File: config.mk
export PLATFORM = sky130hd
export DESIGN_NAME = mci_top
export DESIGN_NICKNAME = d
export VERILOG_FILES = /design/src/mci_pkg.sv /design/src/mci_reg_if.sv /design/src/mci_axil_slave.sv /design/src/mci_wdt.sv /design/src/mci_error_agg.sv /design/src/mci_top.sv
export SDC_FILE = /design/constraint.sdc
export NUM_CORES = 1
export LEC_CHECK = 0
export BUFFER_PORTS_ARGS = -buffer_cell sky130_fd_sc_hd__buf_2
export CAP_MARGIN = 20
export CORE_MARGIN = 2
export CORE_UTILIZATION = 54
export CTS_CLUSTER_DIAMETER = 80
export DETAILED_ROUTE_END_ITERATION = 7
export PLACE_DENSITY = 0.76
export SETUP_SLACK_MARGIN = 0.05
export SYNTH_ARGS = -nofsm -noshare
export SYNTH_HDL_FRONTEND = slang
export SYNTH_SLANG_ARGS = --single-unit
File: constraint.sdc
create_clock -name clk_i -period 4.3 [get_ports clk_i]
set_input_delay 0.86 -clock clk_i [delete_from_list [all_inputs] [get_ports clk_i]]
set_output_delay 0.86 -clock clk_i [all_outputs]
set_load 0.02 [all_outputs]
File: src/mci_pkg.sv
/*
  Shared definitions for the management controller: bus widths, register
  offsets, AXI response codes and the enums used by the RTL blocks.
*/
package mci_pkg;

  ////////////////////
  // Bus widths
  ////////////////////

  localparam int AddrW = 12;
  localparam int DataW = 32;

  typedef logic [AddrW-1:0] addr_t;
  typedef logic [DataW-1:0] data_t;

  // AXI4-Lite response codes used by this slave
  typedef enum logic [1:0] {
    RespOkay   = 2'b00,
    RespSlvErr = 2'b10
  } axi_resp_e;

  ////////////////////
  // Register map
  ////////////////////

  typedef enum logic [AddrW-1:0] {
    RegWdtCfg            = 12'h000,  // [0] timer1_en, [1] timer2_en
    RegWdtT1Period       = 12'h004,
    RegWdtT2Period       = 12'h008,
    RegWdtRestart        = 12'h00C,  // [0] pet timer 1, [1] pet timer 2
    RegWdtStatus         = 12'h010,  // [0] t1_timeout, [1] t2_timeout, W1C
    RegHwErrFatal        = 12'h040,
    RegHwErrNonFatal     = 12'h044,
    RegHwErrFatalMask    = 12'h048,
    RegHwErrNonFatalMask = 12'h04C,
    RegFwErrFatal        = 12'h050,
    RegFwErrNonFatal     = 12'h054
  } mci_reg_e;

  // Everything from here up is decoded by the error aggregator
  localparam addr_t ErrBlockBase = 12'h040;

  // Timer 2 enable doubles as the mode select
  typedef enum logic {
    WdtCascade     = 1'b0,
    WdtIndependent = 1'b1
  } wdt_mode_e;

  typedef enum logic [1:0] {
    StIdle,
    StWrResp,
    StRdResp
  } axil_state_e;

endpackage

File: src/mci_reg_if.sv
`timescale 1ns/1ps

/*
  Register access port between the bus slave and one register block.
  Single-cycle strobe; the block answers combinationally.
*/
interface mci_reg_if;
  import mci_pkg::*;

  // Request side
  logic  req;
  logic  we;
  addr_t addr;
  data_t wdata;

  // Response side, valid in the same cycle as req
  data_t rdata;
  logic  err;

  modport host (
    output req, we, addr, wdata,
    input  rdata, err
  );

  modport dev (
    input  req, we, addr, wdata,
    output rdata, err
  );

endinterface

File: src/mci_axil_slave.sv
`timescale 1ns/1ps

/*
  AXI4-Lite slave of the management controller. Accepts one access at a
  time, strobes the watchdog or the error block and returns its response.
*/
module mci_axil_slave (
  input  logic               clk_i,
  input  logic               rst_n_i,
  // Write address and data channels
  input  logic               awvalid_i,
  output logic               awready_o,
  input  mci_pkg::addr_t     awaddr_i,
  input  logic               wvalid_i,
  output logic               wready_o,
  input  mci_pkg::data_t     wdata_i,
  // Write response channel
  output logic               bvalid_o,
  input  logic               bready_i,
  output mci_pkg::axi_resp_e bresp_o,
  // Read channels
  input  logic               arvalid_i,
  output logic               arready_o,
  input  mci_pkg::addr_t     araddr_i,
  output logic               rvalid_o,
  input  logic               rready_i,
  output mci_pkg::data_t     rdata_o,
  output mci_pkg::axi_resp_e rresp_o,
  // Register blocks
  mci_reg_if.host            wdt_bus,
  mci_reg_if.host            err_bus
);
  import mci_pkg::*;

  axil_state_e state_q;
  axil_state_e state_d;
  logic        wr_go;
  logic        rd_go;
  logic        acc_go;
  addr_t       acc_addr;
  logic        sel_err_blk;
  logic        blk_err;
  data_t       blk_rdata;
  axi_resp_e   resp_q;
  data_t       rdata_q;

  ////////////////////
  // Acceptance
  ////////////////////

  // Write wins when both channels present in the same cycle
  assign wr_go  = (state_q == StIdle) && awvalid_i && wvalid_i;
  assign rd_go  = (state_q == StIdle) && arvalid_i && !(awvalid_i && wvalid_i);
  assign acc_go = wr_go || rd_go;

  assign awready_o = wr_go;
  assign wready_o  = wr_go;
  assign arready_o = rd_go;

  assign acc_addr    = wr_go ? awaddr_i : araddr_i;
  assign sel_err_blk = (acc_addr >= ErrBlockBase);

  // Both blocks see the same request but only one gets the strobe
  assign wdt_bus.req   = acc_go && !sel_err_blk;
  assign wdt_bus.we    = wr_go;
  assign wdt_bus.addr  = acc_addr;
  assign wdt_bus.wdata = wdata_i;

  assign err_bus.req   = acc_go && sel_err_blk;
  assign err_bus.we    = wr_go;
  assign err_bus.addr  = acc_addr;
  assign err_bus.wdata = wdata_i;

  assign blk_err   = sel_err_blk ? err_bus.err : wdt_bus.err;
  assign blk_rdata = sel_err_blk ? err_bus.rdata : wdt_bus.rdata;

  ////////////////////
  // FSM
  ////////////////////

  always_comb begin
    state_d = state_q;
    case (state_q)
      StIdle: begin
        if (wr_go) begin
          state_d = StWrResp;
        end else if (rd_go) begin
          state_d = StRdResp;
        end
      end
      StWrResp: begin
        if (bready_i) begin
          state_d = StIdle;
        end
      end
      StRdResp: begin
        if (rready_i) begin
          state_d = StIdle;
        end
      end
      default: state_d = StIdle;
    endcase
  end

  always_ff @(posedge clk_i) begin
    if (!rst_n_i) begin
      state_q <= StIdle;
    end else begin
      state_q <= state_d;
    end
  end

  // Capture the block answer at acceptance and zero the data on error
  always_ff @(posedge clk_i) begin
    if (!rst_n_i) begin
      resp_q  <= RespOkay;
      rdata_q <= '0;
    end else if (acc_go) begin
      resp_q  <= blk_err ? RespSlvErr : RespOkay;
      rdata_q <= (blk_err || wr_go) ? '0 : blk_rdata;
    end
  end

  assign bvalid_o = (state_q == StWrResp);
  assign bresp_o  = resp_q;
  assign rvalid_o = (state_q == StRdResp);
  assign rdata_o  = rdata_q;
  assign rresp_o  = resp_q;

endmodule

File: src/mci_wdt.sv
`timescale 1ns/1ps

/*
  Dual-timer watchdog with its config, period and status registers.
  Timer 2 follows timer 1 in cascade mode or runs on its own.
*/
module mci_wdt (
  input  logic   clk_i,
  input  logic   rst_n_i,
  mci_reg_if.dev bus,
  output logic   wdt_t1_timeout_o,
  output logic   wdt_t2_timeout_o
);
  import mci_pkg::*;

  logic [1:0] cfg_q;
  data_t      period_q [2];
  data_t      count_q  [2];
  logic [1:0] timeout_q;
  wdt_mode_e  mode;
  logic       wr_en;
  logic [1:0] pet;
  logic [1:0] svc;
  logic [1:0] restart;
  logic [1:0] active;
  logic [1:0] hit;

  assign mode  = wdt_mode_e'(cfg_q[1]);
  assign wr_en = bus.req && bus.we;

  // Pets restart a count and W1C on a set flag also services it
  assign pet     = (wr_en && bus.addr == RegWdtRestart) ? bus.wdata[1:0] : 2'b00;
  assign svc     = (wr_en && bus.addr == RegWdtStatus) ? (bus.wdata[1:0] & timeout_q) : 2'b00;
  assign restart = pet | svc;

  // In cascade mode timer 2 only runs after timer 1 has expired
  assign active[0] = cfg_q[0];
  assign active[1] = (mode == WdtIndependent) || timeout_q[0];

  always_comb begin
    for (int i = 0; i < 2; i++) begin
      hit[i] = active[i] && !timeout_q[i] && !restart[i] &&
               ((count_q[i] + 1'b1) >= period_q[i]);
    end
  end

  ////////////////////
  // Registers
  ////////////////////

  always_ff @(posedge clk_i) begin
    if (!rst_n_i) begin
      cfg_q       <= '0;
      period_q[0] <= '0;
      period_q[1] <= '0;
    end else if (wr_en) begin
      case (bus.addr)
        RegWdtCfg:      cfg_q       <= bus.wdata[1:0];
        RegWdtT1Period: period_q[0] <= bus.wdata;
        RegWdtT2Period: period_q[1] <= bus.wdata;
        default: ;
      endcase
    end
  end

  // Counters hold while their flag is set
  always_ff @(posedge clk_i) begin
    if (!rst_n_i) begin
      count_q[0] <= '0;
      count_q[1] <= '0;
      timeout_q  <= '0;
    end else begin
      for (int i = 0; i < 2; i++) begin
        if (restart[i] || !active[i]) begin
          count_q[i] <= '0;
        end else if (!timeout_q[i]) begin
          count_q[i] <= count_q[i] + 1'b1;
        end
      end
      timeout_q <= (timeout_q & ~svc) | hit;
    end
  end

  // Unmapped offsets flag an error on read decode
  always_comb begin
    bus.rdata = '0;
    bus.err   = 1'b0;
    case (bus.addr)
      RegWdtCfg:      bus.rdata = DataW'(cfg_q);
      RegWdtT1Period: bus.rdata = period_q[0];
      RegWdtT2Period: bus.rdata = period_q[1];
      RegWdtRestart:  bus.rdata = '0;
      RegWdtStatus:   bus.rdata = DataW'(timeout_q);
      default:        bus.err   = 1'b1;
    endcase
  end

  assign wdt_t1_timeout_o = timeout_q[0];
  assign wdt_t2_timeout_o = timeout_q[1];

endmodule

File: src/mci_error_agg.sv
`timescale 1ns/1ps

/*
  Error aggregator. Sticky hardware error status with masks, firmware
  error codes, and the registered fatal and non-fatal summary outputs.
*/
module mci_error_agg #(
  parameter int NumHwErr = 4
) (
  input  logic                clk_i,
  input  logic                rst_n_i,
  mci_reg_if.dev              bus,
  input  logic [NumHwErr-1:0] hw_err_fatal_i,
  input  logic [NumHwErr-1:0] hw_err_non_fatal_i,
  input  logic                wdt_t2_timeout_i,
  output logic                all_error_fatal_o,
  output logic                all_error_non_fatal_o
);
  import mci_pkg::*;

  // Top bit of the fatal set is the watchdog timer 2 source
  logic [NumHwErr:0]   fatal_sts_q;
  logic [NumHwErr-1:0] non_fatal_sts_q;
  logic [NumHwErr:0]   fatal_mask_q;
  logic [NumHwErr-1:0] non_fatal_mask_q;
  data_t               fw_fatal_q;
  data_t               fw_non_fatal_q;
  logic                wdt_t2_q;
  logic                wr_en;
  logic [NumHwErr:0]   fatal_set;
  logic [NumHwErr:0]   fatal_clr;
  logic [NumHwErr-1:0] non_fatal_clr;

  assign wr_en     = bus.req && bus.we;
  assign fatal_set = {wdt_t2_timeout_i && !wdt_t2_q, hw_err_fatal_i};

  assign fatal_clr     = (wr_en && bus.addr == RegHwErrFatal) ?
                         bus.wdata[NumHwErr:0] : '0;
  assign non_fatal_clr = (wr_en && bus.addr == RegHwErrNonFatal) ?
                         bus.wdata[NumHwErr-1:0] : '0;

  ////////////////////
  // Status and config
  ////////////////////

  // A new error wins over a clear in the same cycle
  always_ff @(posedge clk_i) begin
    if (!rst_n_i) begin
      fatal_sts_q     <= '0;
      non_fatal_sts_q <= '0;
      wdt_t2_q        <= 1'b0;
    end else begin
      fatal_sts_q     <= (fatal_sts_q & ~fatal_clr) | fatal_set;
      non_fatal_sts_q <= (non_fatal_sts_q & ~non_fatal_clr) | hw_err_non_fatal_i;
      wdt_t2_q        <= wdt_t2_timeout_i;
    end
  end

  always_ff @(posedge clk_i) begin
    if (!rst_n_i) begin
      fatal_mask_q     <= '0;
      non_fatal_mask_q <= '0;
      fw_fatal_q       <= '0;
      fw_non_fatal_q   <= '0;
    end else if (wr_en) begin
      case (bus.addr)
        RegHwErrFatalMask:    fatal_mask_q     <= bus.wdata[NumHwErr:0];
        RegHwErrNonFatalMask: non_fatal_mask_q <= bus.wdata[NumHwErr-1:0];
        RegFwErrFatal:        fw_fatal_q       <= bus.wdata;
        RegFwErrNonFatal:     fw_non_fatal_q   <= bus.wdata;
        default: ;
      endcase
    end
  end

  // A set mask bit hides its source from the summary outputs
  always_ff @(posedge clk_i) begin
    if (!rst_n_i) begin
      all_error_fatal_o     <= 1'b0;
      all_error_non_fatal_o <= 1'b0;
    end else begin
      all_error_fatal_o     <= (|(fatal_sts_q & ~fatal_mask_q)) || (|fw_fatal_q);
      all_error_non_fatal_o <= (|(non_fatal_sts_q & ~non_fatal_mask_q)) || (|fw_non_fatal_q);
    end
  end

  always_comb begin
    bus.rdata = '0;
    bus.err   = 1'b0;
    case (bus.addr)
      RegHwErrFatal:        bus.rdata = DataW'(fatal_sts_q);
      RegHwErrNonFatal:     bus.rdata = DataW'(non_fatal_sts_q);
      RegHwErrFatalMask:    bus.rdata = DataW'(fatal_mask_q);
      RegHwErrNonFatalMask: bus.rdata = DataW'(non_fatal_mask_q);
      RegFwErrFatal:        bus.rdata = fw_fatal_q;
      RegFwErrNonFatal:     bus.rdata = fw_non_fatal_q;
      default:              bus.err   = 1'b1;
    endcase
  end

endmodule

File: src/mci_top.sv
`timescale 1ns/1ps

/*
  Management controller top. AXI4-Lite slave in front of the
  watchdog and the error aggregator.
*/
module mci_top #(
  parameter int NumHwErr = 4
) (
  input  logic                clk_i,
  input  logic                rst_n_i,
  // AXI4-Lite slave port
  input  logic                awvalid_i,
  output logic                awready_o,
  input  mci_pkg::addr_t      awaddr_i,
  input  logic                wvalid_i,
  output logic                wready_o,
  input  mci_pkg::data_t      wdata_i,
  output logic                bvalid_o,
  input  logic                bready_i,
  output mci_pkg::axi_resp_e  bresp_o,
  input  logic                arvalid_i,
  output logic                arready_o,
  input  mci_pkg::addr_t      araddr_i,
  output logic                rvalid_o,
  input  logic                rready_i,
  output mci_pkg::data_t      rdata_o,
  output mci_pkg::axi_resp_e  rresp_o,
  // Error sources and summaries
  input  logic [NumHwErr-1:0] hw_err_fatal_i,
  input  logic [NumHwErr-1:0] hw_err_non_fatal_i,
  output logic                wdt_t1_timeout_o,
  output logic                all_error_fatal_o,
  output logic                all_error_non_fatal_o
);

  // Timer 2 expiry feeds the fatal error status
  logic wdt_t2_timeout;

  mci_reg_if wdt_bus ();
  mci_reg_if err_bus ();

  mci_axil_slave u_axil_slave (
    .clk_i     (clk_i),
    .rst_n_i   (rst_n_i),
    .awvalid_i (awvalid_i),
    .awready_o (awready_o),
    .awaddr_i  (awaddr_i),
    .wvalid_i  (wvalid_i),
    .wready_o  (wready_o),
    .wdata_i   (wdata_i),
    .bvalid_o  (bvalid_o),
    .bready_i  (bready_i),
    .bresp_o   (bresp_o),
    .arvalid_i (arvalid_i),
    .arready_o (arready_o),
    .araddr_i  (araddr_i),
    .rvalid_o  (rvalid_o),
    .rready_i  (rready_i),
    .rdata_o   (rdata_o),
    .rresp_o   (rresp_o),
    .wdt_bus   (wdt_bus.host),
    .err_bus   (err_bus.host)
  );

  mci_wdt u_wdt (
    .clk_i            (clk_i),
    .rst_n_i          (rst_n_i),
    .bus              (wdt_bus.dev),
    .wdt_t1_timeout_o (wdt_t1_timeout_o),
    .wdt_t2_timeout_o (wdt_t2_timeout)
  );

  mci_error_agg #(
    .NumHwErr (NumHwErr)
  ) u_error_agg (
    .clk_i                 (clk_i),
    .rst_n_i               (rst_n_i),
    .bus                   (err_bus.dev),
    .hw_err_fatal_i        (hw_err_fatal_i),
    .hw_err_non_fatal_i    (hw_err_non_fatal_i),
    .wdt_t2_timeout_i      (wdt_t2_timeout),
    .all_error_fatal_o     (all_error_fatal_o),
    .all_error_non_fatal_o (all_error_non_fatal_o)
  );

endmodule

Word level (Yosys, flattened, before mapping) --
Memories as Yosys holds them, arrays and structs flattened. Cells that the tools add are included.
Operators by class: add/subtract/negate cells 2, order comparisons 3, equality and inequality tests 15, mux-type cells 47, bitwise gates (word level) 21, reductions and logical operators 50
Operators with widths (number):
- 32-bit two-way mux | 8
- 32-bit one-hot mux with 6 select lines | 1
- 32-bit one-hot mux with 4 select lines | 1
- 12-bit by 7-bit equality test with 1-bit output, second input constant | 6
- 32-bit by 1-bit adder with 32-bit output, second input constant | 2
- 32-bit >= comparator | 2
- 32-bit OR reduction | 2
- 1-bit two-way mux | 26
- 12-bit by 4-bit equality test with 1-bit output, second input constant | 2
- 1-bit logical AND | 20
- 2-bit two-way mux | 7
- 12-bit by 3-bit equality test with 1-bit output, second input constant | 1
- 12-bit by 5-bit equality test with 1-bit output, second input constant | 1
- 12-bit by 7-bit >= comparator with 1-bit output, second input constant | 1
- 12-bit logical NOT | 1
- 12-bit two-way mux | 1
- 5-bit bitwise AND | 2
- 5-bit inverter | 2
- 2-bit AND reduction | 5
- 5-bit OR reduction | 2
- 1-bit logical NOT | 9
- 4-bit bitwise AND | 2
- 4-bit inverter | 2
- 1-bit logical OR | 7
- other kinds (17) | 25
Word-level totals: bits in registers 125, bits in writable memories 128, bits of input ports 71, output and inout bits 44, memories kept 2
Memories:
- u_wdt.count_q | depth 2, width 32, read ports 2, clocked after memory_dff 0, wr ports 2, RTL line mci_wdt.sv:18 | data_t count_q [2];
- u_wdt.period_q | depth 2, width 32, read ports 2, clocked after memory_dff 0, wr ports 2, RTL line mci_wdt.sv:17 | data_t period_q [2];

Depth between registers and ports, before layout --
Gate-level depths: netlist of run 1.
word-level depth 17, gate-level depth with buffers 15, mapped depth without buffers 15

By module --
Synthesis of run 1 repeated with hierarchy kept, for this count alone.
Second synthesis, totals: cell total of the unflattened synthesis 1560, area total of the unflattened synthesis 14769.2 µm²
Modules (own cells, without submodules):
- mci_wdt | instances 1, cells an instance 730, area each 7951.4 µm²
- mci_error_agg | instances 1, cells an instance 495, area each 4095.2 µm²
- mci_axil_slave | instances 1, cells an instance 335, area each 2722.6 µm²

Worst setup path after synthesis of run 1 --
OpenSTA, ideal clock, no wires.
path kind input -> register, start input wvalid_i, end memory u_wdt.count_q[0][0] (netlist bit) (enable), data arrival time 3785 ps, setup slack 81 ps, cell stages on the path 8, cell sequence nand4bb_1 -> buf_6 -> inv_2 -> clkbuf_1 -> nand3_1 -> o21ai_0 -> a31oi_1 -> o2111ai_1
RTL lines:
- start, declared | RTL line mci_top.sv:16 | input logic wvalid_i,
- end, declared | RTL line mci_wdt.sv:18

==> tab_implementation.tex, run 1 <==
\begin{tabular}{lr}
\hline
Metric & Value \\
\hline
\multicolumn{2}{l}{\textbf{STA}} \\
Worst Max-Slew Pin Slew & a little over 0.9 ns \\
Post-layout minimum cycle time & approximately 3.8 ns \\
F\_max & between 0.2 and 0.3 GHz \\
Worst Slack Setup Final & 0.4735 ns \\
Final Hold Vio Count & 0 \\
Maximum clock skew at final layout & around 0.025 ns \\
Final setup viols & 0 \\
RSZ-0062 raised after global routing & no \\
Summed negative setup slack over all endpoints & 0 ns \\
Pins over their slew limit & 0 \\
Final cycle utilization of the critical path & between 80\% and 90\% \\
Relative slew margins & between 30\% and 40\% \\
\multicolumn{2}{l}{\textbf{Setup path}} \\
RR Endpoint & u\_wdt.timeout\_q[0]\$\_SDFF\_PN0\_ \\
Kind of critical path & reg -> reg \\
WP data required & approximately 4.7 ns \\
Chain of cells forming the critical path & ha\_1 -> nand3\_1 -> nor4\_1 -> nand2b\_1 -> nor2\_1 -> xor2\_1 -> ha\_1 -> nand4\_1 -> a21oi\_1 -> a2111oi\_0 -> o21ai\_0 -> a211oi\_1 -> o31ai\_1 \\
Worst R2R Setup Slack & 0.47 ns \\
FF-to-FF Start & u\_wdt.count\_q[0][0]\$\_SDFFCE\_PN0P\_ \\
Critical path data arrival time & $\sim$4.3 ns \\
Largest fanout of any net on the critical path & 5 \\
Critical path startpoint & u\_wdt.count\_q[0][0]\$\_SDFFCE\_PN0P\_ \\
Cell count of the worst reg-to-reg path & 13 \\
Most common cell on crit path & sky130\_fd\_sc\_hd\_\_ha\_1 \\
CP startpoint kind & register \\
Largest stage delay, worst path & $\sim$0.62 ns \\
Kind of end point of the critical path & register \\
Critical path capture point & u\_wdt.timeout\_q[0]\$\_SDFF\_PN0\_ \\
Crit-path slowest cell & sky130\_fd\_sc\_hd\_\_nor4\_1 \\
\multicolumn{2}{l}{\textbf{Yosys}} \\
Mapped cell area & about 13000 sq um \\
Number of standard cells after synthesis & roughly 1300 \\
Dominant synthesized flop cell & sky130\_fd\_sc\_hd\_\_edfxtp\_1 \\
Number of enable flip-flop cells after synthesis & around 130 \\
Synthesis-stage register bit count & around 250 \\
Main combinational cell family by area after synthesis & simple AND/OR/NAND/NOR gates \\
Arithmetic-cell share of the synthesized area counting full adders, half adders and majority gates & under 10\% \\
Unique masters post-synth & 73 \\
Part of the Yosys area used for sequential elements & between 40\% and 50\% \\
Synthesis Warnings & 0 \\
Area fraction in and, or, nand and nor cells after synthesis & between 20\% and 30\% \\
Mean instance size in the synthesized netlist & roughly 9.9 sq um \\
Fraction of synthesized cell area in xor and xnor cells & 3.986\% \\
Compound-Gate Fraction of Synth Area & 15.33\% \\
Synth async-reset ratio & 0\% \\
Multiplexer share of the synthesized area & less than 1\% \\
\multicolumn{2}{l}{\textbf{Placement}} \\
IO buf count & around 110 \\
Last weighted congestion value of the routability-driven placer & a little over 0.9 \\
DP Worst Slack & roughly 0.67 ns \\
Hpwl dp & $\sim$26 mm \\
\multicolumn{2}{l}{\textbf{Power}} \\
Maximum ir drop on the vdd rail & between 300 and 400 uV \\
Power Dens Cells & between 300 and 400 nW/um\^{}2 \\
Leakage & 0.005967 uW \\
\multicolumn{2}{l}{\textbf{Drt}} \\
Number of vias after detailed routing & 10650 \\
Starting DRC count in detailed routing & 1238 \\
Detailed-route DRC error count & 1 \\
Antenna viol nets, final & 0 \\
Detailed-router iteration count before antenna repair & 8 \\
Vias per inst & 5.947 \\
Detailed Route WL & 36.03 mm \\
Wirelength per Cell & about 20 microns \\
\multicolumn{2}{l}{\textbf{Floorplanning}} \\
Total Die Area & 25680 sq um \\
Number of top-level pins & about 120 \\
Core Box Area & 24180 sq um \\
Overall die width & 160.3 microns \\
Num rows & 57 \\
Die Span Y & $\sim$160 microns \\
Starting Density & 54.54\% \\
\multicolumn{2}{l}{\textbf{Global route}} \\
Global-route congestion overflow total & 0 \\
Total global routing track utilization & approximately 28\% \\
Maximum number of pins on one net before global-route repair & 40 \\
Number of global-route vias before repair & about 11000 \\
First-pass GRT wire length & between 50 and 60 mm \\
Initial antenna violation count & 0 \\
\multicolumn{2}{l}{\textbf{Layout}} \\
Layout-stage area growth over the synthesis result & 14.19\% \\
Share of final-layout standard cells stronger than drive strength 1 & 14.19\% \\
Utilization of the core after routing & 62.27\% \\
Leading cell types in the layout, fill and taps excluded & sky130\_fd\_sc\_hd\_\_nand2\_1 (229), sky130\_fd\_sc\_hd\_\_edfxtp\_1 (128), sky130\_fd\_sc\_hd\_\_dfxtp\_1 (124) \\
Number of nets in the layout & $\sim$1600 \\
\# diodes & 0 \\
Most common library cell in the layout ignoring fill and taps & sky130\_fd\_sc\_hd\_\_nand2\_1 \\
\multicolumn{2}{l}{\textbf{Run}} \\
Number of maximum-capacitance violations & 0 \\
\multicolumn{2}{l}{\textbf{Clocking}} \\
Post-CTS Setup Inserts & 0 \\
Number of levels the H-tree was split into & 1 \\
Number of hold-repair buffers added at the cts stage & 0 \\
Number of sinks driven by the clock tree & around 250 \\
CTS Buffer Depth & 3 \\
CTS resizes & 0 \\
Latest clock arrival within the worst-skew pair & 0.55 ns \\
Number of CTS-inserted buffers & 27 \\
Clock Pin Slew Worst Setup and Hold Paths & 0.06 ns \\
TritonCTS clock tree & built \\
Clock tree root buffer cell & sky130\_fd\_sc\_hd\_\_clkbuf\_16 \\
\multicolumn{2}{l}{\textbf{Status}} \\
Run status & finished, violations left \\
Failing checks & DRC \\
\multicolumn{2}{l}{\textbf{Min path}} \\
Path class of the lowest-slack min-delay path & reg -> reg \\
\hline
\end{tabular}
==> state kept, by name, indices dropped and copies added, names as in the netlist <==
name,cells
u_error_agg.fw_non_fatal_q,32
u_error_agg.all_error_non_fatal_o,1
u_error_agg.fw_fatal_q,32
u_error_agg.non_fatal_sts_q,4
u_wdt.cfg_q,2
u_wdt.period_q,64
u_error_agg.fatal_mask_q,5
u_error_agg.non_fatal_mask_q,4
u_error_agg.all_error_fatal_o,1
u_wdt.timeout_q,2
u_axil_slave.state_q,2
u_error_agg.fatal_sts_q,5
u_wdt.count_q,64
u_axil_slave.rdata_o,32
u_axil_slave.bresp_o,1
u_error_agg.wdt_t2_q,1
==> cell usage after synthesis, types with 4 or more instances <==
cell type / number / area share, %
sky130_fd_sc_hd__nand2_1: 229 / 6.5
sky130_fd_sc_hd__edfxtp_1: 128 / 29
sky130_fd_sc_hd__dfxtp_1: 124 / 19
sky130_fd_sc_hd__a21boi_0: 97 / 5.5
sky130_fd_sc_hd__inv_1: 77 / 2.2
sky130_fd_sc_hd__nor2b_1: 67 / 3.2
sky130_fd_sc_hd__ha_1: 66 / 6.3
sky130_fd_sc_hd__nor2_1: 43 / 1.2
sky130_fd_sc_hd__and2_1: 41 / 1.9
sky130_fd_sc_hd__xnor2_1: 41 / 2.7
sky130_fd_sc_hd__nand3_1: 39 / 1.5
sky130_fd_sc_hd__clkbuf_1: 34 / 0.97
sky130_fd_sc_hd__a222oi_1: 33 / 2.5
sky130_fd_sc_hd__nand4_1: 33 / 1.6
sky130_fd_sc_hd__a21oi_1: 24 / 0.91
sky130_fd_sc_hd__nor4_1: 21 / 1.0
sky130_fd_sc_hd__o21ai_1: 20 / 0.76
sky130_fd_sc_hd__xor2_1: 19 / 1.3
sky130_fd_sc_hd__a21o_1: 17 / 0.97
sky130_fd_sc_hd__and2b_1: 16 / 0.91
sky130_fd_sc_hd__nor3_1: 14 / 0.53
sky130_fd_sc_hd__buf_2: 13 / 0.49
sky130_fd_sc_hd__o21ai_0: 13 / 0.49
sky130_fd_sc_hd__a211oi_1: 9 / 0.51
sky130_fd_sc_hd__buf_4: 8 / 0.46
sky130_fd_sc_hd__buf_6: 8 / 0.68
sky130_fd_sc_hd__a221oi_1: 7 / 0.46
sky130_fd_sc_hd__and3_1: 7 / 0.33
sky130_fd_sc_hd__nand2b_1: 7 / 0.33
sky130_fd_sc_hd__o21a_1: 7 / 0.40
sky130_fd_sc_hd__a22oi_1: 6 / 0.34
sky130_fd_sc_hd__a2111oi_0: 4 / 0.27
==> layer usage <==
metal / part of all wire [%] / vias to the layer above / global-route usage (%)
met2: 47 / 524 / 46.34
li1: - / 4992 / -
met3: 9.0 / 71 / 5.143
met1: 41 / 5058 / 35.97
met4: 3.2 / 0 / 9.828
met5: 0 / - / 0
==> metrics by stage <==
stage	area (sq um)	hold WS, ns	power [uW]	cells
3_5_place_dp	14060	0.4405	2870	1740
3_3_place_gp	14060	0.4370	2866	1740
6_report	15060	0.4496	5432	1790
4_1_cts	15060	0.4487	5453	1790
2_1_floorplan	13190	0.4510	2749	1339
5_1_grt	15060	0.4791	5580	1790
==> layout make-up <==
cell class / instances / area, sq um
Clock inverter: 18 / 302.8
Multi-Input combinational cell: 943 / 6241
Fill cell: 2000 / 9121
Timing Repair Buffer: 143 / 793.3
Clock buffer: 32 / 694.4
Inverter: 78 / 292.8
Sequential cell: 252 / 6326
Tap cell: 324 / 405.4
==> critical path, delay by kind of cell, from the launching register on <==
family                     cells  cell delay, ns
and+or+nand+nor                5            1.45
AOI/OAI and AO/OA              5            1.02
adders and majority gates      2            0.51
DFF                            1            0.44
xor gates and xnor gates       1            0.31
==> kinds of logic (layout without fill, tap and decap cells) <==
family / count (synthesis) / after routing
adder cells (fa/ha/maj): 66 / 66
multiplexers: 5 / 5
AND/OR/NAND/NOR: 543 / 543
AO/OA/AOI/OAI: 267 / 267
XOR/XNOR: 60 / 60
flip-flops: 252 / 252
buffers and inverters: 144 / 271
other: 1 / 2
==> worst min-delay path by stage <==
stage                                                    end                                      from  depth (start not counted)
global route           u_axil_slave.rdata_o[26]$_SDFFE_PN0N_     u_axil_slave.rdata_o[26]$_SDFFE_PN0N_                          2
floorplan           u_error_agg.fatal_mask_q[4]$_SDFFE_PN0P_  u_error_agg.fatal_mask_q[4]$_SDFFE_PN0P_                          2
finish                 u_axil_slave.rdata_o[11]$_SDFFE_PN0N_     u_axil_slave.rdata_o[11]$_SDFFE_PN0N_                          2
CTS                    u_axil_slave.rdata_o[11]$_SDFFE_PN0N_     u_axil_slave.rdata_o[11]$_SDFFE_PN0N_                          2
global placement       u_axil_slave.rdata_o[29]$_SDFFE_PN0N_     u_axil_slave.rdata_o[29]$_SDFFE_PN0N_                          2
detailed placement     u_axil_slave.rdata_o[11]$_SDFFE_PN0N_     u_axil_slave.rdata_o[11]$_SDFFE_PN0N_                          2
==> power breakdown <==
| part | total [uW] | internal, uW | switching [uW] |
|---|---|---|---|
| logic | 250 | 88.9 | 161 |
| clock network | 2610 | 1640 | 970 |
| registers | 2580 | 2540 | 31.4 |
| total | 5430 | 4270 | 1160 |
No activity file was read; power rests on OpenSTA's default activity.
==> run 2, diff against run 1 <==
- PLACE_DENSITY: 0.76 -> not set
- PLACE_DENSITY_LB_ADDON: not set -> 0.1
==> tab_implementation.tex, run 2 (synthesis gave the netlist of run 1 again) <==
\begin{tabular}{lr}
\hline
Metric & Value \\
\hline
\multicolumn{2}{l}{\textbf{Placement}} \\
Last weighted congestion value of the routability-driven placer & 0.8931 (-1.9\%) \\
Dpl cells & 1735 (-0.29\%) \\
Hpwl dp & 25.64 mm (-1.9\%) \\
IO buf count & 112 (unchanged) \\
\multicolumn{2}{l}{\textbf{STA}} \\
Final setup viols & 0 (unchanged) \\
Worst Max-Slew Pin Slew & 1.175 ns (+0.2428 ns) \\
Summed negative setup slack over all endpoints & 0 ns (unchanged) \\
Post-layout minimum cycle time & 3.608 ns (-0.2185 ns) \\
Maximum clock skew at final layout & 0.009324 ns (-0.01602 ns) \\
Hold slack & 0.4441 ns (-0.005418 ns) \\
Pins over their slew limit & 0 (unchanged) \\
Final Hold Vio Count & 0 (unchanged) \\
RSZ-0062 raised after global routing & no \\
Relative slew margins & 20.96\% (-16 points) \\
Final cycle utilization of the critical path & 83.91\% (-5.1 points) \\
F\_max & 0.2772 GHz (+6.1\%) \\
\multicolumn{2}{l}{\textbf{Drt}} \\
Starting DRC count in detailed routing & 902 (-27\%) \\
Wirelength per Cell & 19.78 microns (-1.7\%) \\
Number of vias after detailed routing & 10360 (-2.7\%) \\
Antenna viol nets, final & 0 (unchanged) \\
Detailed-route DRC error count & 0 (-1) \\
Detailed Route WL & 35.31 mm (-2.0\%) \\
Detailed-router iteration count before antenna repair & 7 (-1) \\
Vias per inst & 5.803 (-2.4\%) \\
\multicolumn{2}{l}{\textbf{Floorplanning}} \\
Core Box Area & 24180 sq um (unchanged) \\
Die Span Y & 160.3 microns (unchanged) \\
Total Die Area & 25680 sq um (unchanged) \\
Starting Density & 54.54\% (unchanged) \\
Number of top-level pins & 115 (unchanged) \\
Overall die width & 160.3 microns (unchanged) \\
Num rows & 57 (unchanged) \\
\multicolumn{2}{l}{\textbf{Layout}} \\
Leading cell types in the layout, fill and taps excluded & sky130\_fd\_sc\_hd\_\_nand2\_1 (229), sky130\_fd\_sc\_hd\_\_edfxtp\_1 (128), sky130\_fd\_sc\_hd\_\_dfxtp\_1 (124) \\
\# diodes & 0 (unchanged) \\
Layout-stage area growth over the synthesis result & 12.79\% \\
Most common library cell in the layout ignoring fill and taps & sky130\_fd\_sc\_hd\_\_nand2\_1 \\
Number of nets in the layout & 1577 (-0.32\%) \\
Non-filler cells in the finished layout & 1785 (-0.28\%) \\
Registers with the highest flip-flop counts & u\_wdt.count\_q x64, u\_wdt.period\_q x64 \\
Share of final-layout standard cells stronger than drive strength 1 & 13.83\% (-0.36 points) \\
\multicolumn{2}{l}{\textbf{Global route}} \\
Maximum number of pins on one net before global-route repair & 52 (+30\%) \\
Number of global-route vias before repair & 10140 (-3.6\%) \\
Initial antenna violation count & 0 (unchanged) \\
Global-route congestion overflow total & 0 (unchanged) \\
Total global routing track utilization & 27.42\% (-0.21 points) \\
First-pass GRT wire length & 55.73 mm (-1.4\%) \\
\multicolumn{2}{l}{\textbf{Clocking}} \\
Number of sinks driven by the clock tree & 252 (unchanged) \\
Number of hold-repair buffers added at the cts stage & 0 (unchanged) \\
Clock tree root buffer cell & sky130\_fd\_sc\_hd\_\_clkbuf\_16 \\
Clock Pin Slew Worst Setup and Hold Paths & 0.06 ns (about the same) \\
Number of CTS-inserted buffers & 27 (unchanged) \\
Number of levels the H-tree was split into & 1 (unchanged) \\
Post-CTS Setup Inserts & 0 (unchanged) \\
CTS resizes & 0 (unchanged) \\
CTS Buffer Depth & 3 (unchanged) \\
Latest clock arrival within the worst-skew pair & 0.54 ns (about the same) \\
TritonCTS clock tree & built \\
\multicolumn{2}{l}{\textbf{Setup path}} \\
Worst R2R Setup Slack & 0.69 ns (+0.22 ns) \\
Number of buffer and inverter stages on the critical path & 0 (unchanged) \\
Critical path data arrival time & 4.03 ns (-0.23 ns) \\
Kind of end point of the critical path & register \\
FF-to-FF Start & u\_wdt.count\_q[0][0]\$\_SDFFCE\_PN0P\_ \\
Crit-path slowest cell & sky130\_fd\_sc\_hd\_\_nor4\_1 \\
WP data required & 4.72 ns (-0.02 ns) \\
Most common cell on crit path & sky130\_fd\_sc\_hd\_\_ha\_1 \\
Kind of critical path & reg -> reg \\
Largest delay contributor family on the critical path & simple AND/OR/NAND/NOR gates \\
Largest fanout of any net on the critical path & 5 (unchanged) \\
Chain of cells forming the critical path & ha\_1 -> nand3\_1 -> nor4\_1 -> nand2b\_1 -> nor2\_1 -> xor2\_1 -> ha\_1 -> nand4\_1 -> a21oi\_1 -> a2111oi\_0 -> o21ai\_0 -> a211oi\_1 -> o31ai\_1 \\
Largest stage delay, worst path & 0.54 ns (-0.08 ns) \\
Cell count of the worst reg-to-reg path & 13 (unchanged) \\
RR Endpoint & u\_wdt.timeout\_q[0]\$\_SDFF\_PN0\_ \\
CP startpoint kind & register \\
\multicolumn{2}{l}{\textbf{Status}} \\
Run status & finished, final reports clean \\
\multicolumn{2}{l}{\textbf{Min path}} \\
Count of cells along the worst hold path & 2 (unchanged) \\
Path class of the lowest-slack min-delay path & reg -> reg \\
Min-delay src & u\_axil\_slave.rdata\_o[17]\$\_SDFFE\_PN0N\_ \\
Worst min-delay path endpoint & u\_axil\_slave.rdata\_o[17]\$\_SDFFE\_PN0N\_ \\
\multicolumn{2}{l}{\textbf{Power}} \\
Leakage & 0.005887 uW (-1.3\%) \\
Maximum ir drop on the vdd rail & 244.1 uV (-29\%) \\
Power Dens Cells & 340.4 nW/um\^{}2 (-5.7\%) \\
\multicolumn{2}{l}{\textbf{Run}} \\
Number of maximum-capacitance violations & 0 (unchanged) \\
\hline
\end{tabular}
run 2: area by class of cell:
type | instances | area (sq um)
flip-flops and latches | 252 | 6326
fillers | 2080 | 9305
clock inverters | 14 | 78.83
well taps | 324 | 405.4
multi-input cells | 943 | 6241
repair buffers | 138 | 755.7
clock buffers | 36 | 772.0
inverters | 78 | 292.8
run 2: layer usage:
layer  routed length, microns  vias to the layer above  global-route usage (%)
met1                    15390                     4972                   37.23
met3                     2317                       59                   4.390
met2                    16360                      350                   44.71
met4                     1252                        0                   9.828
met5                        0                        -                       0
li1                         -                     4977                       -
run 2: stage by stage:
stage / worst slack, ns / power [uW] / utilization (%) / cell area, sq um
after global placement: 0.7147 / 2866 / 57.99 / 14020
after CTS: 0.6544 / 5087 / 61.51 / 14870
final: 0.6920 / 5062 / 61.51 / 14870
after floorplan: 0.08119 / 2749 / - / 13190
after detailed placement: 0.6629 / 2868 / 57.99 / 14020
after global routing: 0.3277 / 5215 / 61.51 / 14870
run 2: how the worst max path moves through the flow:
stage	end	slack [ns]	startpoint	depth (start not counted)
final	u_wdt.timeout_q[0]$_SDFF_PN0_	0.69	u_wdt.count_q[0][0]$_SDFFCE_PN0P_	13
after global routing	u_wdt.timeout_q[0]$_SDFF_PN0_	0.33	u_wdt.count_q[0][0]$_SDFFCE_PN0P_	13
after CTS	u_wdt.timeout_q[1]$_SDFF_PN0_	0.65	u_wdt.count_q[1][7]$_SDFFCE_PN0P_	12
after detailed placement	u_wdt.timeout_q[1]$_SDFF_PN0_	0.66	u_wdt.count_q[1][7]$_SDFFCE_PN0P_	12
after global placement	u_wdt.timeout_q[0]$_SDFF_PN0_	0.71	u_wdt.count_q[0][0]$_SDFFCE_PN0P_	13
after floorplan	u_wdt.count_q[0][0]$_SDFFCE_PN0P_	0.08	wvalid_i	8
run 2: tightest hold or removal path: stages (launching register included):
cell,delay [ns]
sky130_fd_sc_hd__dfxtp_1,0.31
sky130_fd_sc_hd__nand2_1,0.05
sky130_fd_sc_hd__o21ai_1,0.05
run 2: report_power, final:
group	switching [uW]	total, uW	internal [uW]
clock network	977	2240	1270
logic	158	246	87.4
registers	28.6	2570	2540
total	1160	5060	3900
==> run 3, diff against run 2 <==
- clock period: 4.3 -> 2.95 ns (I/O delays scaled with it)
==> tab_implementation.tex, run 3 (synthesis gave the netlist of run 1 again) <==
\begin{tabular}{lr}
\hline
Metric & Value \\
\hline
\multicolumn{2}{l}{\textbf{Run}} \\
Number of maximum-capacitance violations & 0 (unchanged) \\
\multicolumn{2}{l}{\textbf{Clocking}} \\
Clock tree root buffer cell & sky130\_fd\_sc\_hd\_\_clkbuf\_16 \\
Number of levels the H-tree was split into & 1 (unchanged) \\
Number of sinks driven by the clock tree & 252 (unchanged) \\
CTS Buffer Depth & 3 (unchanged) \\
Latest clock arrival within the worst-skew pair & 0.54 ns (about the same) \\
Clock Pin Slew Worst Setup and Hold Paths & 0.06 ns (about the same) \\
Number of CTS-inserted buffers & 27 (unchanged) \\
TritonCTS clock tree & built \\
\multicolumn{2}{l}{\textbf{Drt}} \\
Number of vias after detailed routing & 10730 (+3.6\%) \\
Vias per inst & 5.733 (-1.2\%) \\
Starting DRC count in detailed routing & 1007 (+12\%) \\
Detailed-router iteration count before antenna repair & 6 (-1) \\
Antenna viol nets, final & 0 (unchanged) \\
Detailed Route WL & 37.11 mm (+5.1\%) \\
Detailed-route DRC error count & 0 (unchanged) \\
Wirelength per Cell & 19.83 microns (+0.27\%) \\
\multicolumn{2}{l}{\textbf{Setup path}} \\
Kind of critical path & reg -> reg \\
Cell count of the worst reg-to-reg path & 12 (-1) \\
WP data required & 3.37 ns (-1.35 ns) \\
Critical path data arrival time & 3.51 ns (-0.52 ns) \\
CP startpoint kind & register \\
Largest fanout of any net on the critical path & 3 (-2) \\
Kind of end point of the critical path & register \\
\multicolumn{2}{l}{\textbf{STA}} \\
Worst Max-Slew Pin Slew & 0.9969 ns (-0.1778 ns) \\
F\_max & 0.3242 GHz (+17\%) \\
Post-layout minimum cycle time & 3.084 ns (-0.5236 ns) \\
Final Hold Vio Count & 0 (unchanged) \\
Maximum clock skew at final layout & 0.01147 ns (+0.002143 ns) \\
Final setup viols & 1 (+1) \\
Pins over their slew limit & 0 (unchanged) \\
Relative slew margins & 32.92\% (+12 points) \\
Worst Slack Setup Final & -0.1344 ns (-0.8264 ns) \\
RSZ-0062 raised after global routing & yes \\
Final cycle utilization of the critical path & 104.6\% (+21 points) \\
\multicolumn{2}{l}{\textbf{Global route}} \\
Total global routing track utilization & 28.47\% (+1.0 points) \\
Initial antenna violation count & 0 (unchanged) \\
Maximum number of pins on one net before global-route repair & 93 (+79\%) \\
Number of global-route vias before repair & 10600 (+4.5\%) \\
First-pass GRT wire length & 57.75 mm (+3.6\%) \\
Global-route congestion overflow total & 0 (unchanged) \\
\multicolumn{2}{l}{\textbf{Power}} \\
Maximum ir drop on the vdd rail & 420.7 uV (+72\%) \\
Leakage & 0.006620 uW (+12\%) \\
Power Dens Cells & 466.2 nW/um\^{}2 (+37\%) \\
\multicolumn{2}{l}{\textbf{Min path}} \\
Count of cells along the worst hold path & 3 (+1) \\
Path class of the lowest-slack min-delay path & in -> reg \\
\multicolumn{2}{l}{\textbf{Floorplanning}} \\
Num rows & 57 (unchanged) \\
Number of top-level pins & 115 (unchanged) \\
Total Die Area & 25680 sq um (unchanged) \\
Overall die width & 160.3 microns (unchanged) \\
Die Span Y & 160.3 microns (unchanged) \\
Starting Density & 54.54\% (unchanged) \\
Core Box Area & 24180 sq um (unchanged) \\
\multicolumn{2}{l}{\textbf{Placement}} \\
IO buf count & 112 (unchanged) \\
DP Worst Slack & -0.2850 ns (-0.9480 ns) \\
Last weighted congestion value of the routability-driven placer & 0.8548 (-4.3\%) \\
Dpl cells & 1805 (+4.0\%) \\
Area after DPL & 14770 sq um (+5.4\%) \\
Hpwl dp & 26.50 mm (+3.3\%) \\
\multicolumn{2}{l}{\textbf{Layout}} \\
FILL cells & 1944 (-6.5\%) \\
Share of final-layout standard cells stronger than drive strength 1 & 23.01\% (+9.2 points) \\
Layout-stage area growth over the synthesis result & 22.97\% \\
Summed area of non-filler cells in the final layout & 16210 sq um (+9.0\%) \\
Multi-input gate area & 6686 sq um (+7.1\%) \\
Registers with the highest flip-flop counts & u\_wdt.count\_q x64, u\_wdt.period\_q x64 \\
Most common library cell in the layout ignoring fill and taps & sky130\_fd\_sc\_hd\_\_nand2\_1 \\
\# diodes & 0 (unchanged) \\
Non-filler cells in the finished layout & 1871 (+4.8\%) \\
Leading cell types in the layout, fill and taps excluded & sky130\_fd\_sc\_hd\_\_nand2\_1 (222), sky130\_fd\_sc\_hd\_\_edfxtp\_1 (128), sky130\_fd\_sc\_hd\_\_dfxtp\_1 (124) \\
Number of nets in the layout & 1664 (+5.5\%) \\
Area occupied by registers & 6326 sq um (unchanged) \\
\multicolumn{2}{l}{\textbf{Status}} \\
Run status & finished, violations left \\
Failing checks & setup timing \\
\hline
\end{tabular}
[run 3: cell types whose count changed in the layout (fill, tap and decap cells not counted), moves of 5 or more]
cell and delta:
sky130_fd_sc_hd__buf_4 +69, sky130_fd_sc_hd__buf_12 +16, sky130_fd_sc_hd__xnor2_1 -12, sky130_fd_sc_hd__xnor2_2 +11
sky130_fd_sc_hd__nand2_1 -7, sky130_fd_sc_hd__nand2_2 +7, sky130_fd_sc_hd__nor3_1 -7, sky130_fd_sc_hd__a21oi_1 -6
sky130_fd_sc_hd__a21oi_2 +6, sky130_fd_sc_hd__clkbuf_8 +5, sky130_fd_sc_hd__nand3_1 -5, sky130_fd_sc_hd__nor2_1 -5
sky130_fd_sc_hd__nor3_2 +5
[run 3: worst paths after layout]
| kind | slack (ns) | from | end |
|---|---|---|---|
| worst max-delay path | -0.13 | u_wdt.count_q[0][0]$_SDFFCE_PN0P_ | u_wdt.timeout_q[0]$_SDFF_PN0_ |
| worst min-delay path | 0.28 | hw_err_fatal_i[2] | u_error_agg.fatal_sts_q[2]$_SDFF_PN0_ |
| worst max register to register | -0.13 | u_wdt.count_q[0][0]$_SDFFCE_PN0P_ | u_wdt.timeout_q[0]$_SDFF_PN0_ |
| worst min register to register | 0.44 | u_axil_slave.rdata_o[11]$_SDFFE_PN0N_ | u_axil_slave.rdata_o[11]$_SDFFE_PN0N_ |
[run 3: repair_timing]
item / CTS / global route
buffers inserted: 7 / 10
hold buffers: 0 / 0
gates resized for setup: 52 / 32
endpoints found under the setup margin: 2 / 5
pin swaps: 24 / 46
[run 3: metal layers]
layer	part of all wire [%]	up-vias	global-route usage, %
met5	0	-	0
met4	2.8	0	7.412
met3	6.1	62	2.701
met2	49	396	49.11
met1	42	5107	38.69
li1	-	5162	-
[run 3: worst max-delay path, cell delays in order, from the launching register on]
cell and delay, ns:
sky130_fd_sc_hd__edfxtp_1 0.42, sky130_fd_sc_hd__nand4_1 0.22, sky130_fd_sc_hd__nor3_4 0.34, sky130_fd_sc_hd__buf_6 0.15, sky130_fd_sc_hd__nand3_2 0.09, sky130_fd_sc_hd__xnor2_2 0.16
sky130_fd_sc_hd__ha_1 0.34, sky130_fd_sc_hd__a211o_1 0.36, sky130_fd_sc_hd__a2111oi_4 0.28, sky130_fd_sc_hd__o31a_1 0.20, sky130_fd_sc_hd__o21ai_2 0.08, sky130_fd_sc_hd__a211oi_2 0.25
sky130_fd_sc_hd__o31ai_2 0.09
[run 3: cell type report]
| class | count | share of cell area [%] |
|---|---|---|
| clock buffer | 38 | 4.854 |
| clock inverter | 11 | 0.6173 |
| inverter | 78 | 1.806 |
| multi-input combinational | 943 | 41.24 |
| sequential | 252 | 39.02 |
| tap | 324 | 2.500 |
| timing repair buffer | 225 | 9.970 |
[run 3: stage by stage]
step / utilization (%) / total power (uW) / setup TNS, ns / hold WS, ns
finish: 67.07 / 7560 / -0.1344 / 0.2823
global route: 67.07 / 7745 / -0.4287 / 0.2820
CTS: 65.92 / 7584 / -0.01639 / 0.2693
detailed placement: 61.10 / 4203 / -0.4438 / 0.4399
global placement: 61.10 / 4199 / -0.2828 / 0.4291
floorplan: - / 4009 / -0.5415 / 0.4510
[run 3: where the power goes]
part | switching [uW] | internal, uW
Clock | 1400 | 2020
Sequential | 40.5 | 3710
Combinational | 241 | 149
